### config.mk
export PLATFORM = sky130hd
export DESIGN_NAME = lsq_top
export DESIGN_NICKNAME = d
export VERILOG_FILES = /design/src/verilog/lsq_pkg.sv /design/src/verilog/load_queue.sv /design/src/verilog/store_queue.sv /design/src/verilog/mem_issue.sv /design/src/verilog/mem_tag_table.sv /design/src/verilog/lsq_top.sv
export VERILOG_INCLUDE_DIRS = /design/src
export SDC_FILE = /design/constraint.sdc
export NUM_CORES = 2
export LEC_CHECK = 0
export CAP_MARGIN = 10
export CORE_MARGIN = 2
export CORE_UTILIZATION = 55
export DETAILED_ROUTE_END_ITERATION = 12
export DONT_BUFFER_PORTS = 1
export HOLD_SLACK_MARGIN = 0.1
export PLACE_DENSITY = 0.68
export SLEW_MARGIN = 20
export SYNTH_ARGS = -nofsm -noshare
export SYNTH_HDL_FRONTEND = slang
export SYNTH_SLANG_ARGS = --single-unit
### constraint.sdc
create_clock -name clock -period 16.92 [get_ports clock]
set_clock_uncertainty 0.15 [all_clocks]
set_input_delay 2.538 -clock clock [delete_from_list [all_inputs] [get_ports clock]]
set_output_delay 2.538 -clock clock [all_outputs]
set_load 0.02 [all_outputs]
### src/lsq_defs.svh
// Sizing constants for the load/store queue
// Included by the package and by every module that sizes storage
// Changing a width here changes the matching package typedef

`ifndef LSQ_DEFS_SVH
`define LSQ_DEFS_SVH

////////////////////////////////////////
// Queue depths
////////////////////////////////////////

`define LSQ_LQ_DEPTH 8	// Load queue entries, power of two
`define LSQ_SQ_DEPTH 8	// Store queue entries, power of two

////////////////////////////////////////
// Field widths
////////////////////////////////////////

// Reorder buffer index, 32 entries
`define LSQ_ROB_IDX_W 5

`define LSQ_PRF_TAG_W 6	// Physical register tag

// Cache transaction tag, value zero means none
`define LSQ_MEM_TAG_W 4

`define LSQ_DATA_W 64	// Data and address word

`endif

### src/verilog/lsq_pkg.sv
// Shared types for the load/store queue
// Imported by every RTL module and by the testbench

`default_nettype none

`include "lsq_defs.svh"

package lsq_pkg;

	// Plain vectors with a meaning
	typedef logic [`LSQ_DATA_W-1:0] data_t;
	typedef logic [`LSQ_PRF_TAG_W-1:0] prf_tag_t;
	typedef logic [`LSQ_ROB_IDX_W-1:0] rob_idx_t;
	typedef logic [`LSQ_MEM_TAG_W-1:0] mem_tag_t;
	typedef logic [$clog2(`LSQ_LQ_DEPTH)-1:0] lq_idx_t;	// Load queue slot
	typedef logic [$clog2(`LSQ_SQ_DEPTH)-1:0] sq_idx_t;	// Store queue slot

	typedef enum logic [1:0] {OP_NONE, OP_LOAD, OP_STORE} lsq_op_e;
	typedef enum logic [1:0] {BUS_NONE, BUS_LOAD, BUS_STORE} bus_command_e;

	////////////////////////////////////////
	// Bundles
	////////////////////////////////////////

	typedef struct packed {
		lsq_op_e op;	// OP_NONE when nothing dispatched
		rob_idx_t rob_idx;
		prf_tag_t dest_tag;	// Load destination
		data_t base;
		data_t offset;	// Immediate, address is base plus offset
		data_t store_data;
		logic store_data_ready;	// Low means wait for store_data_tag on CDB
		prf_tag_t store_data_tag;
	} dispatch_t;

	typedef struct packed {
		logic valid;
		prf_tag_t tag;
		data_t data;
	} cdb_t;

	// Load writeback toward the CDB
	typedef struct packed {
		logic valid;
		prf_tag_t dest_tag;
		rob_idx_t rob_idx;
		data_t data;
	} lsq_result_t;

	typedef struct packed {
		bus_command_e command;
		data_t addr;
		data_t data;	// Store data only
	} mem_req_t;

	// Request offered by one queue
	typedef struct packed {
		logic valid;
		rob_idx_t rob_idx;	// Meaningful for stores only
		data_t addr;
		data_t data;
	} issue_cand_t;

	typedef struct packed {
		logic valid;
		lq_idx_t lq_idx;
		data_t data;
	} lq_fill_t;

	// Distance of an index from the ROB head, wraps at ROB size
	function automatic rob_idx_t rob_age(input rob_idx_t idx, input rob_idx_t head);
		return rob_idx_t'(idx - head);
	endfunction

endpackage

`default_nettype wire

### src/verilog/load_queue.sv
// Circular queue of loads
// Loads enter at the tail, issue in order from the issue pointer and
// retire from the head onto the result port once their data is back

`timescale 1ns/1ns
`default_nettype none

`include "lsq_defs.svh"

module load_queue import lsq_pkg::*; (
	input wire logic clock,
	input wire logic reset,
	input dispatch_t dispatch,
	input wire logic mispredict,
	input rob_idx_t rob_head,
	input wire logic older_store_valid,	// A store is still waiting
	input rob_idx_t older_store_rob_idx,	// Its ROB index
	input wire logic load_accepted,
	input lq_fill_t fill,
	output issue_cand_t load_cand,
	output lq_idx_t issue_slot,
	output lsq_result_t result,
	output logic lq_full
);

	localparam int IDX_W = $clog2(`LSQ_LQ_DEPTH);

	// Pointers carry one extra wrap bit
	logic [IDX_W:0] head_ptr, issue_ptr, tail_ptr;
	lq_idx_t head_slot, tail_slot;

	data_t lq_addr [`LSQ_LQ_DEPTH];
	rob_idx_t lq_rob [`LSQ_LQ_DEPTH];
	prf_tag_t lq_dest [`LSQ_LQ_DEPTH];
	data_t lq_data [`LSQ_LQ_DEPTH];
	logic [`LSQ_LQ_DEPTH-1:0] lq_done;	// Fill data has arrived

	logic enqueue;
	logic retire;
	logic older_than_store;

	assign head_slot = head_ptr[IDX_W-1:0];
	assign tail_slot = tail_ptr[IDX_W-1:0];
	assign issue_slot = issue_ptr[IDX_W-1:0];

	// Same slot, opposite lap
	assign lq_full = (head_ptr[IDX_W] != tail_ptr[IDX_W]) &&
		(head_ptr[IDX_W-1:0] == tail_ptr[IDX_W-1:0]);

	assign enqueue = (dispatch.op == OP_LOAD) && !lq_full;
	assign retire = (head_ptr != issue_ptr) && lq_done[head_slot];	// Head issued and filled

	////////////////////////////////////////
	// Issue candidate
	////////////////////////////////////////

	// Compare ages relative to the ROB head
	assign older_than_store =
		rob_age(lq_rob[issue_slot], rob_head) < rob_age(older_store_rob_idx, rob_head);

	always_comb begin
		load_cand.valid = (issue_ptr != tail_ptr) && (!older_store_valid || older_than_store);
		load_cand.rob_idx = '0;	// Loads do not need it
		load_cand.addr = lq_addr[issue_slot];
		load_cand.data = '0;
	end

	////////////////////////////////////////
	// Pointers and fill flags
	////////////////////////////////////////

	always_ff @(posedge clock) begin
		if (reset || mispredict) begin	// Flush empties the queue
			head_ptr <= '0;
			issue_ptr <= '0;
			tail_ptr <= '0;
			lq_done <= '0;
		end else begin
			if (enqueue) tail_ptr <= tail_ptr + 1'b1;
			if (load_accepted) issue_ptr <= issue_ptr + 1'b1;
			if (retire) head_ptr <= head_ptr + 1'b1;
			if (fill.valid) lq_done[fill.lq_idx] <= 1'b1;
			if (retire) lq_done[head_slot] <= 1'b0;	// Slot free again
			if (enqueue) lq_done[tail_slot] <= 1'b0;
		end
	end

	// Entry payload
	always_ff @(posedge clock) begin
		if (enqueue) begin
			lq_addr[tail_slot] <= dispatch.base + dispatch.offset;
			lq_rob[tail_slot] <= dispatch.rob_idx;
			lq_dest[tail_slot] <= dispatch.dest_tag;
		end
		if (fill.valid) lq_data[fill.lq_idx] <= fill.data;
	end

	////////////////////////////////////////
	// In-order writeback
	////////////////////////////////////////

	always_ff @(posedge clock) begin
		if (reset || mispredict) begin
			result.valid <= 1'b0;
		end else begin
			result.valid <= retire;	// One cycle per load
		end
		result.dest_tag <= lq_dest[head_slot];
		result.rob_idx <= lq_rob[head_slot];
		result.data <= lq_data[head_slot];
	end

endmodule

`default_nettype wire

### src/verilog/store_queue.sv
// Circular queue of stores
// Pending store data is captured from the CDB by tag; the head store is
// offered to the cache once its data is ready and it heads the ROB

`timescale 1ns/1ns
`default_nettype none

`include "lsq_defs.svh"

module store_queue import lsq_pkg::*; (
	input wire logic clock,
	input wire logic reset,
	input dispatch_t dispatch,
	input wire logic mispredict,
	input cdb_t cdb,
	input rob_idx_t rob_head,
	input wire logic store_accepted,
	output issue_cand_t store_cand,
	output logic older_store_valid,
	output rob_idx_t older_store_rob_idx,
	output logic sq_full
);

	localparam int IDX_W = $clog2(`LSQ_SQ_DEPTH);

	logic [IDX_W:0] head_ptr, tail_ptr;	// Extra bit tells full from empty
	sq_idx_t head_slot, tail_slot;

	data_t sq_addr [`LSQ_SQ_DEPTH];
	data_t sq_data [`LSQ_SQ_DEPTH];
	rob_idx_t sq_rob [`LSQ_SQ_DEPTH];
	prf_tag_t sq_tag [`LSQ_SQ_DEPTH];	// Producer of pending data
	logic [`LSQ_SQ_DEPTH-1:0] sq_ready;

	logic [`LSQ_SQ_DEPTH-1:0] cdb_hit;
	logic enqueue;
	logic enq_cdb_hit;	// Data broadcast in the dispatch cycle itself
	logic not_empty;

	assign head_slot = head_ptr[IDX_W-1:0];
	assign tail_slot = tail_ptr[IDX_W-1:0];
	assign not_empty = head_ptr != tail_ptr;

	assign sq_full = (head_ptr[IDX_W] != tail_ptr[IDX_W]) &&
		(head_ptr[IDX_W-1:0] == tail_ptr[IDX_W-1:0]);

	assign enqueue = (dispatch.op == OP_STORE) && !sq_full;
	assign enq_cdb_hit = !dispatch.store_data_ready && cdb.valid &&
		(cdb.tag == dispatch.store_data_tag);

	////////////////////////////////////////
	// CDB snoop
	////////////////////////////////////////

	always_comb begin
		for (int i = 0; i < `LSQ_SQ_DEPTH; i++) begin
			cdb_hit[i] = cdb.valid && !sq_ready[i] && (cdb.tag == sq_tag[i]);
		end
	end

	// Oldest waiting store, seen by the load queue
	assign older_store_valid = not_empty;
	assign older_store_rob_idx = sq_rob[head_slot];

	always_comb begin
		store_cand.valid = not_empty && sq_ready[head_slot] &&
			(rob_age(sq_rob[head_slot], rob_head) == '0);	// Store is at ROB head
		store_cand.rob_idx = sq_rob[head_slot];
		store_cand.addr = sq_addr[head_slot];
		store_cand.data = sq_data[head_slot];
	end

	////////////////////////////////////////
	// Pointers and ready bits
	////////////////////////////////////////

	always_ff @(posedge clock) begin
		if (reset || mispredict) begin
			head_ptr <= '0;
			tail_ptr <= '0;
			sq_ready <= '0;
		end else begin
			for (int i = 0; i < `LSQ_SQ_DEPTH; i++) begin
				if (cdb_hit[i]) sq_ready[i] <= 1'b1;
			end
			if (enqueue) sq_ready[tail_slot] <= dispatch.store_data_ready || enq_cdb_hit;
			if (store_accepted) head_ptr <= head_ptr + 1'b1;	// Leaves on acceptance
			if (enqueue) tail_ptr <= tail_ptr + 1'b1;
		end
	end

	// Entry payload, enqueue overrides a stale snoop on the tail slot
	always_ff @(posedge clock) begin
		for (int i = 0; i < `LSQ_SQ_DEPTH; i++) begin
			if (cdb_hit[i]) sq_data[i] <= cdb.data;
		end
		if (enqueue) begin
			sq_addr[tail_slot] <= dispatch.base + dispatch.offset;
			sq_rob[tail_slot] <= dispatch.rob_idx;
			sq_tag[tail_slot] <= dispatch.store_data_tag;
			sq_data[tail_slot] <= enq_cdb_hit ? cdb.data : dispatch.store_data;
		end
	end

endmodule

`default_nettype wire

### src/verilog/mem_issue.sv
// Cache request arbiter
// Picks the store candidate over the load candidate, drives the request
// and turns a nonzero response tag into acceptance pulses

`timescale 1ns/1ns
`default_nettype none

module mem_issue import lsq_pkg::*; (
	input issue_cand_t load_cand,
	input issue_cand_t store_cand,
	input lq_idx_t issue_slot,	// Slot of the load candidate
	input mem_tag_t mem_response,	// Zero means refused
	output mem_req_t mem_req,
	output logic load_accepted,
	output logic store_accepted,
	output logic record_valid,
	output mem_tag_t record_tag,
	output lq_idx_t record_slot
);

	logic store_sel;
	logic load_sel;
	logic accepted;

	assign store_sel = store_cand.valid;	// Store wins
	assign load_sel = load_cand.valid && !store_cand.valid;
	assign accepted = mem_response != '0;

	////////////////////////////////////////
	// Request
	////////////////////////////////////////

	always_comb begin
		mem_req.command = BUS_NONE;
		mem_req.addr = '0;
		mem_req.data = '0;
		if (store_sel) begin
			mem_req.command = BUS_STORE;
			mem_req.addr = store_cand.addr;
			mem_req.data = store_cand.data;
		end else if (load_sel) begin
			mem_req.command = BUS_LOAD;
			mem_req.addr = load_cand.addr;
		end
	end

	// Refused requests stay put since queue state does not move
	assign store_accepted = store_sel && accepted;
	assign load_accepted = load_sel && accepted;

	// Accepted load goes to the tag table
	assign record_valid = load_accepted;
	assign record_tag = mem_response;
	assign record_slot = issue_slot;

endmodule

`default_nettype wire

### src/verilog/mem_tag_table.sv
// Outstanding load tag table
// Maps each cache tag to the load slot that owns it and turns returning
// data into a fill; a mispredict forgets every tag

`timescale 1ns/1ns
`default_nettype none

`include "lsq_defs.svh"

module mem_tag_table import lsq_pkg::*; (
	input wire logic clock,
	input wire logic reset,
	input wire logic mispredict,
	input wire logic record_valid,
	input mem_tag_t record_tag,
	input lq_idx_t record_slot,
	input mem_tag_t mem_tag,	// Nonzero marks returning data
	input data_t mem_data,
	output lq_fill_t fill
);

	localparam int NUM_TAGS = 1 << `LSQ_MEM_TAG_W;

	logic [NUM_TAGS-1:0] tag_valid;
	lq_idx_t tag_slot [NUM_TAGS];

	// Late data on a forgotten tag is dropped here
	assign fill.valid = (mem_tag != '0) && tag_valid[mem_tag];
	assign fill.lq_idx = tag_slot[mem_tag];
	assign fill.data = mem_data;

	always_ff @(posedge clock) begin
		if (reset || mispredict) begin
			tag_valid <= '0;
		end else begin
			if (mem_tag != '0) tag_valid[mem_tag] <= 1'b0;	// Transaction done
			if (record_valid) tag_valid[record_tag] <= 1'b1;
		end
		if (record_valid) tag_slot[record_tag] <= record_slot;
	end

endmodule

`default_nettype wire

### src/verilog/lsq_top.sv
// Load/store queue top level
// Connects the two queues, the request arbiter and the tag table;
// lsq_full tells dispatch to stall

`timescale 1ns/1ns
`default_nettype none

module lsq_top import lsq_pkg::*; (
	input wire logic clock,
	input wire logic reset,
	input dispatch_t dispatch,
	input cdb_t cdb,
	input rob_idx_t rob_head,
	input wire logic mispredict,
	input mem_tag_t mem_response,	// Same-cycle answer to mem_req
	input mem_tag_t mem_tag,
	input data_t mem_data,
	output mem_req_t mem_req,
	output lsq_result_t result,
	output logic lsq_full
);

	issue_cand_t load_cand, store_cand;
	lq_idx_t issue_slot;
	logic load_accepted, store_accepted;
	logic record_valid;
	mem_tag_t record_tag;
	lq_idx_t record_slot;
	lq_fill_t fill;
	logic older_store_valid;
	rob_idx_t older_store_rob_idx;
	logic lq_full, sq_full;

	////////////////////////////////////////
	// Queues
	////////////////////////////////////////

	load_queue u_load_queue (
		.clock(clock),
		.reset(reset),
		.dispatch(dispatch),
		.mispredict(mispredict),
		.rob_head(rob_head),
		.older_store_valid(older_store_valid),
		.older_store_rob_idx(older_store_rob_idx),
		.load_accepted(load_accepted),
		.fill(fill),
		.load_cand(load_cand),
		.issue_slot(issue_slot),
		.result(result),
		.lq_full(lq_full)
	);

	store_queue u_store_queue (
		.clock(clock),
		.reset(reset),
		.dispatch(dispatch),
		.mispredict(mispredict),
		.cdb(cdb),
		.rob_head(rob_head),
		.store_accepted(store_accepted),
		.store_cand(store_cand),
		.older_store_valid(older_store_valid),
		.older_store_rob_idx(older_store_rob_idx),
		.sq_full(sq_full)
	);

	assign lsq_full = lq_full || sq_full;	// Either queue stalls dispatch

	////////////////////////////////////////
	// Cache side
	////////////////////////////////////////

	mem_issue u_mem_issue (
		.load_cand(load_cand),
		.store_cand(store_cand),
		.issue_slot(issue_slot),
		.mem_response(mem_response),
		.mem_req(mem_req),
		.load_accepted(load_accepted),
		.store_accepted(store_accepted),
		.record_valid(record_valid),
		.record_tag(record_tag),
		.record_slot(record_slot)
	);

	mem_tag_table u_mem_tag_table (
		.clock(clock),
		.reset(reset),
		.mispredict(mispredict),
		.record_valid(record_valid),
		.record_tag(record_tag),
		.record_slot(record_slot),
		.mem_tag(mem_tag),
		.mem_data(mem_data),
		.fill(fill)
	);

endmodule

`default_nettype wire

==> impl_results.md <==
* Crit share post-route at between 60% and 70%
* Post-synthesis adder-cell area fraction at 1.054%
* Clk network pwr share at roughly two fifths
* Worst Max-Slew Pin Slew at 1.149 ns
* Power share of the combinational group at approximately 5.0%
* Global placement routability congestion at 0.8633
* Chip width at ~430 µm
* Core Util, Final at slightly above 60%
* PortBufs at 0
* Total CTS buffers at approximately 230
* Detailed placement HPWL at 142.3 mm
* Setup TNS at 0 ns
* Cts repair resizes at 0
* Worst path bufs/invs at 3
* Hold-fix buffers, CTS at 0
* Share of cells above drive strength 1 at a little under a third
* Max-Cap Viols at 0
* Setup repair bufs after CTS at 0
* Post-synthesis simple-gate area fraction at 2.062%
* CP Launch Type: flop
* Top-area cell type share of the netlist area at 67.76%
* Final hold viol count at 0
* FMAX at between 90 and 100 MHz
* Routed vias at approximately 50000
* Sequential fraction of the synthesis area at a little over two thirds
* Sink Count at around 2400
* LEAKAGE at approximately 0.035 µW
* First-pass GRT wire length at between 300 and 400 mm
* Starting Density at 55.17%
* Die height at between 400 and 500 µm
* Crit-path cells: buf_12 -> buf_4 -> mux4_2 -> mux2_2 -> ha_1 -> a21o_1 -> a21oi_1 -> xor2_1 -> xnor2_1 -> or4_4 -> nand3_4 -> buf_16 -> o22ai_1
* #FFs+latches synth at 2405
* HP Class: flop to flop
* FP Rows at ~160
* Delay-heaviest family, CP: buffers and inverters
* Total die area at 0.1865 mm²
* Largest family of logic cells by synthesized area: multiplexers
* Hold Startpoint: u_mem_tag_table.tag_valid[5]
* Largest net degree at the start of global routing at 106
* Switch Pwr at between 2000 and 3000 µW
* CP required at approximately 14 ns
* Setup-failing EPs final at 0
* Crit path largest cell delay at about 0.84 ns
* Sequential share of power at ~54%
* Cell internal pwr at about 9800 µW
* Total GRT Usage at 26.23%
* Peak VDD IR at between 100 and 150 µV
* Crit Path Category: flop to output pin
* Via/cell ratio at between 6 and 7
* Fraction of synthesized area in multiplexers at a little over a fifth
* First-pass iteration count of the detailed router at 6
* Initial antenna violation count at 7
* Residual DRC count at 0
* Distinct cell type count after synthesis at 78
* Compound-Gate Fraction of Synth Area at under 10%
* CTS tree: yes
* Clock buffer depth at 3
* RSZ-0062 raised after global routing: false
* Period minus WS final at 10.22 ns
* Xor/xnor cell area share of the yosys netlist at under 10%
* First DRT Iteration DRCs at about 4600
* Cell count after synthesis at 5137
* CTS H-tree depth at 4
* Mapped cell area at between 0.1 and 0.15 mm²
* Worst-Skew Late Latency at between 0.8 and 0.9 ns
* CP max stage cell: or4_4
* Root Driver: clkbuf_16
* Clock Pin Slew Worst Setup and Hold Paths at 0.06 ns
* Antenna viol nets, final at 0
* Core area at 0.1825 mm²
* Syn Area/Cell at around 20 µm²
* Worst setup EP type: output pin
* Yosys warnings at 0
* WL/cell at 31.52 µm
* Ports at 570
* Rel. slew slack at 23.43%
* Worst-path fanout max at 93
* Outcome: complete, no violations
* Vias in the first global route at approximately 51000
* Sw Ratio at roughly a fifth
* Power per cell area at about 110 mW/mm²
* Ys flop type: edfxtp_1
* Dominant cell type by area after synthesis: edfxtp_1
* Synth async-reset ratio at 0%
* CP arrival at 7.53 ns
* Nets at about 5600
* Number of synthesized flops with an enable pin at 2272
* Routed wire length at ~250 mm
* Remaining global-route overflow at 0
* Synth top area cells: edfxtp_1 68%, mux4_2 13%, mux2_2 6.7%
* Count of pins over their slew limit at 0
* Area Growth Syn to Fin at 10.60%
registers in the layout, summed over array words and instances, names as in the netlist, 8 cells and up, named ones only:
| name | flops |
|---|---|
| u_load_queue.lq_addr | 512 |
| u_load_queue.lq_data | 512 |
| u_store_queue.sq_addr | 512 |
| u_store_queue.sq_data | 512 |
| u_load_queue.result | 76 |
| u_load_queue.lq_dest | 48 |
| u_mem_tag_table.tag_slot | 48 |
| u_store_queue.sq_tag | 48 |
| u_load_queue.lq_rob | 40 |
| u_store_queue.sq_rob | 40 |
| u_mem_tag_table.tag_valid | 15 |
| u_load_queue.lq_done | 8 |
| u_store_queue.sq_ready | 8 |
Yosys cell counts, types with 50 or more instances:
library cell     n
edfxtp_1      2272
mux2_2         595
mux4_2         576
mux2i_1        201
nor2_1         166
clkbuf_1       148
dfxtp_1        133
a21oi_1         98
nand2_1         91
xnor2_1         83
ha_1            80
o22ai_1         67
inv_1           65
xor2_1          65
buf_2           63
o21ai_0         59
buf_1           50
logic make-up (layout without fill, tap and decap cells):
| family | count (synthesis) | in the layout |
|---|---|---|
| and+or+nand+nor | 439 | 439 |
| adders and majority gates | 83 | 83 |
| other | 1 | 9 |
| xor gates and xnor gates | 148 | 148 |
| AOI/OAI and AO/OA | 346 | 346 |
| DFF | 2405 | 2405 |
| buffers and inverters | 343 | 604 |
| muxes | 1372 | 1372 |
layer usage:
| metal | GRT usage [%] | up-vias | share of wire (%) |
|---|---|---|---|
| met5 | 0 | - | 0 |
| met1 | 34.96 | 26608 | 40 |
| met2 | 43.63 | 1864 | 51 |
| met4 | 8.770 | 0 | 2.9 |
| li1 | - | 21178 | - |
| met3 | 5.159 | 372 | 6.8 |
layout by cell type, fill, tap and decap left out, drive strengths merged, types with 19 or more instances in the layout:
master  synthesis  layout
buf           128      99
clkbuf        150     301
mux2          595     595
o21ai          63      63
clkinv          0     112
a21o           33      33
ha             80      80
xor2           65      65
inv            65      72
mux4          576     576
edfxtp       2272    2272
nor2          167     167
nor3           31      31
nand2          91      91
mux2i         201     201
o22ai          67      67
a21oi          99      99
nand4          26      26
nand3          34      34
xnor2          83      83
and3           19      19
nand2b         22      22
dfxtp         133     133
tightest hold or removal path, delay by kind of cell, from the launching register on:
| family | cells | cell delay (ns) |
|---|---|---|
| DFF | 1 | 0.31 |
| AOI/OAI and AO/OA | 2 | 0.12 |
cell type report:
type,instances,area [µm²]
Inverter,65,264.0
Clock inverter,139,1261
Timing Repair Buffer,99,788.3
Tap cell,2385,2984
Clock buffer,301,6290
Antenna cell,6,15.01
Sequential cell,2405,70920
Multi-Input combinational cell,2391,28830
Fill cell,12747,71130
stage by stage:
step / setup slack, ns / hold slack [ns] / instance area, µm² / total power [µW] / std cells
floorplan: 8.074 / 0.2854 / 100700 / 7246 / 5139
global placement: 7.086 / 0.3063 / 103500 / 7439 / 7344
detailed placement: 6.838 / 0.3136 / 103500 / 7457 / 7344
CTS: 5.860 / 0.3258 / 111100 / 12510 / 7784
global route: 6.131 / 0.3363 / 111400 / 12810 / 7791
finish: 6.701 / 0.3288 / 111400 / 12440 / 7791
worst paths after layout:
check             cells past startpoint  slack, ns                               to
hold / removal                        2       0.33     u_mem_tag_table.tag_valid[5]
hold reg to reg                       2       0.33     u_mem_tag_table.tag_valid[5]
setup reg to reg                     15       9.61  u_mem_tag_table.tag_slot[15][1]
setup / recovery                     13       6.70                      mem_req[92]
power groups by stage:
stage               logic, µW  registers [µW]  clock network, µW
detailed placement        610            6850                  0
finish                    625            6720               5100
global route              674            6720               5410
CTS                       613            6720               5180
floorplan                 405            6840                  0
global placement          595            6840                  0
(Power assumes the default switching activity.)
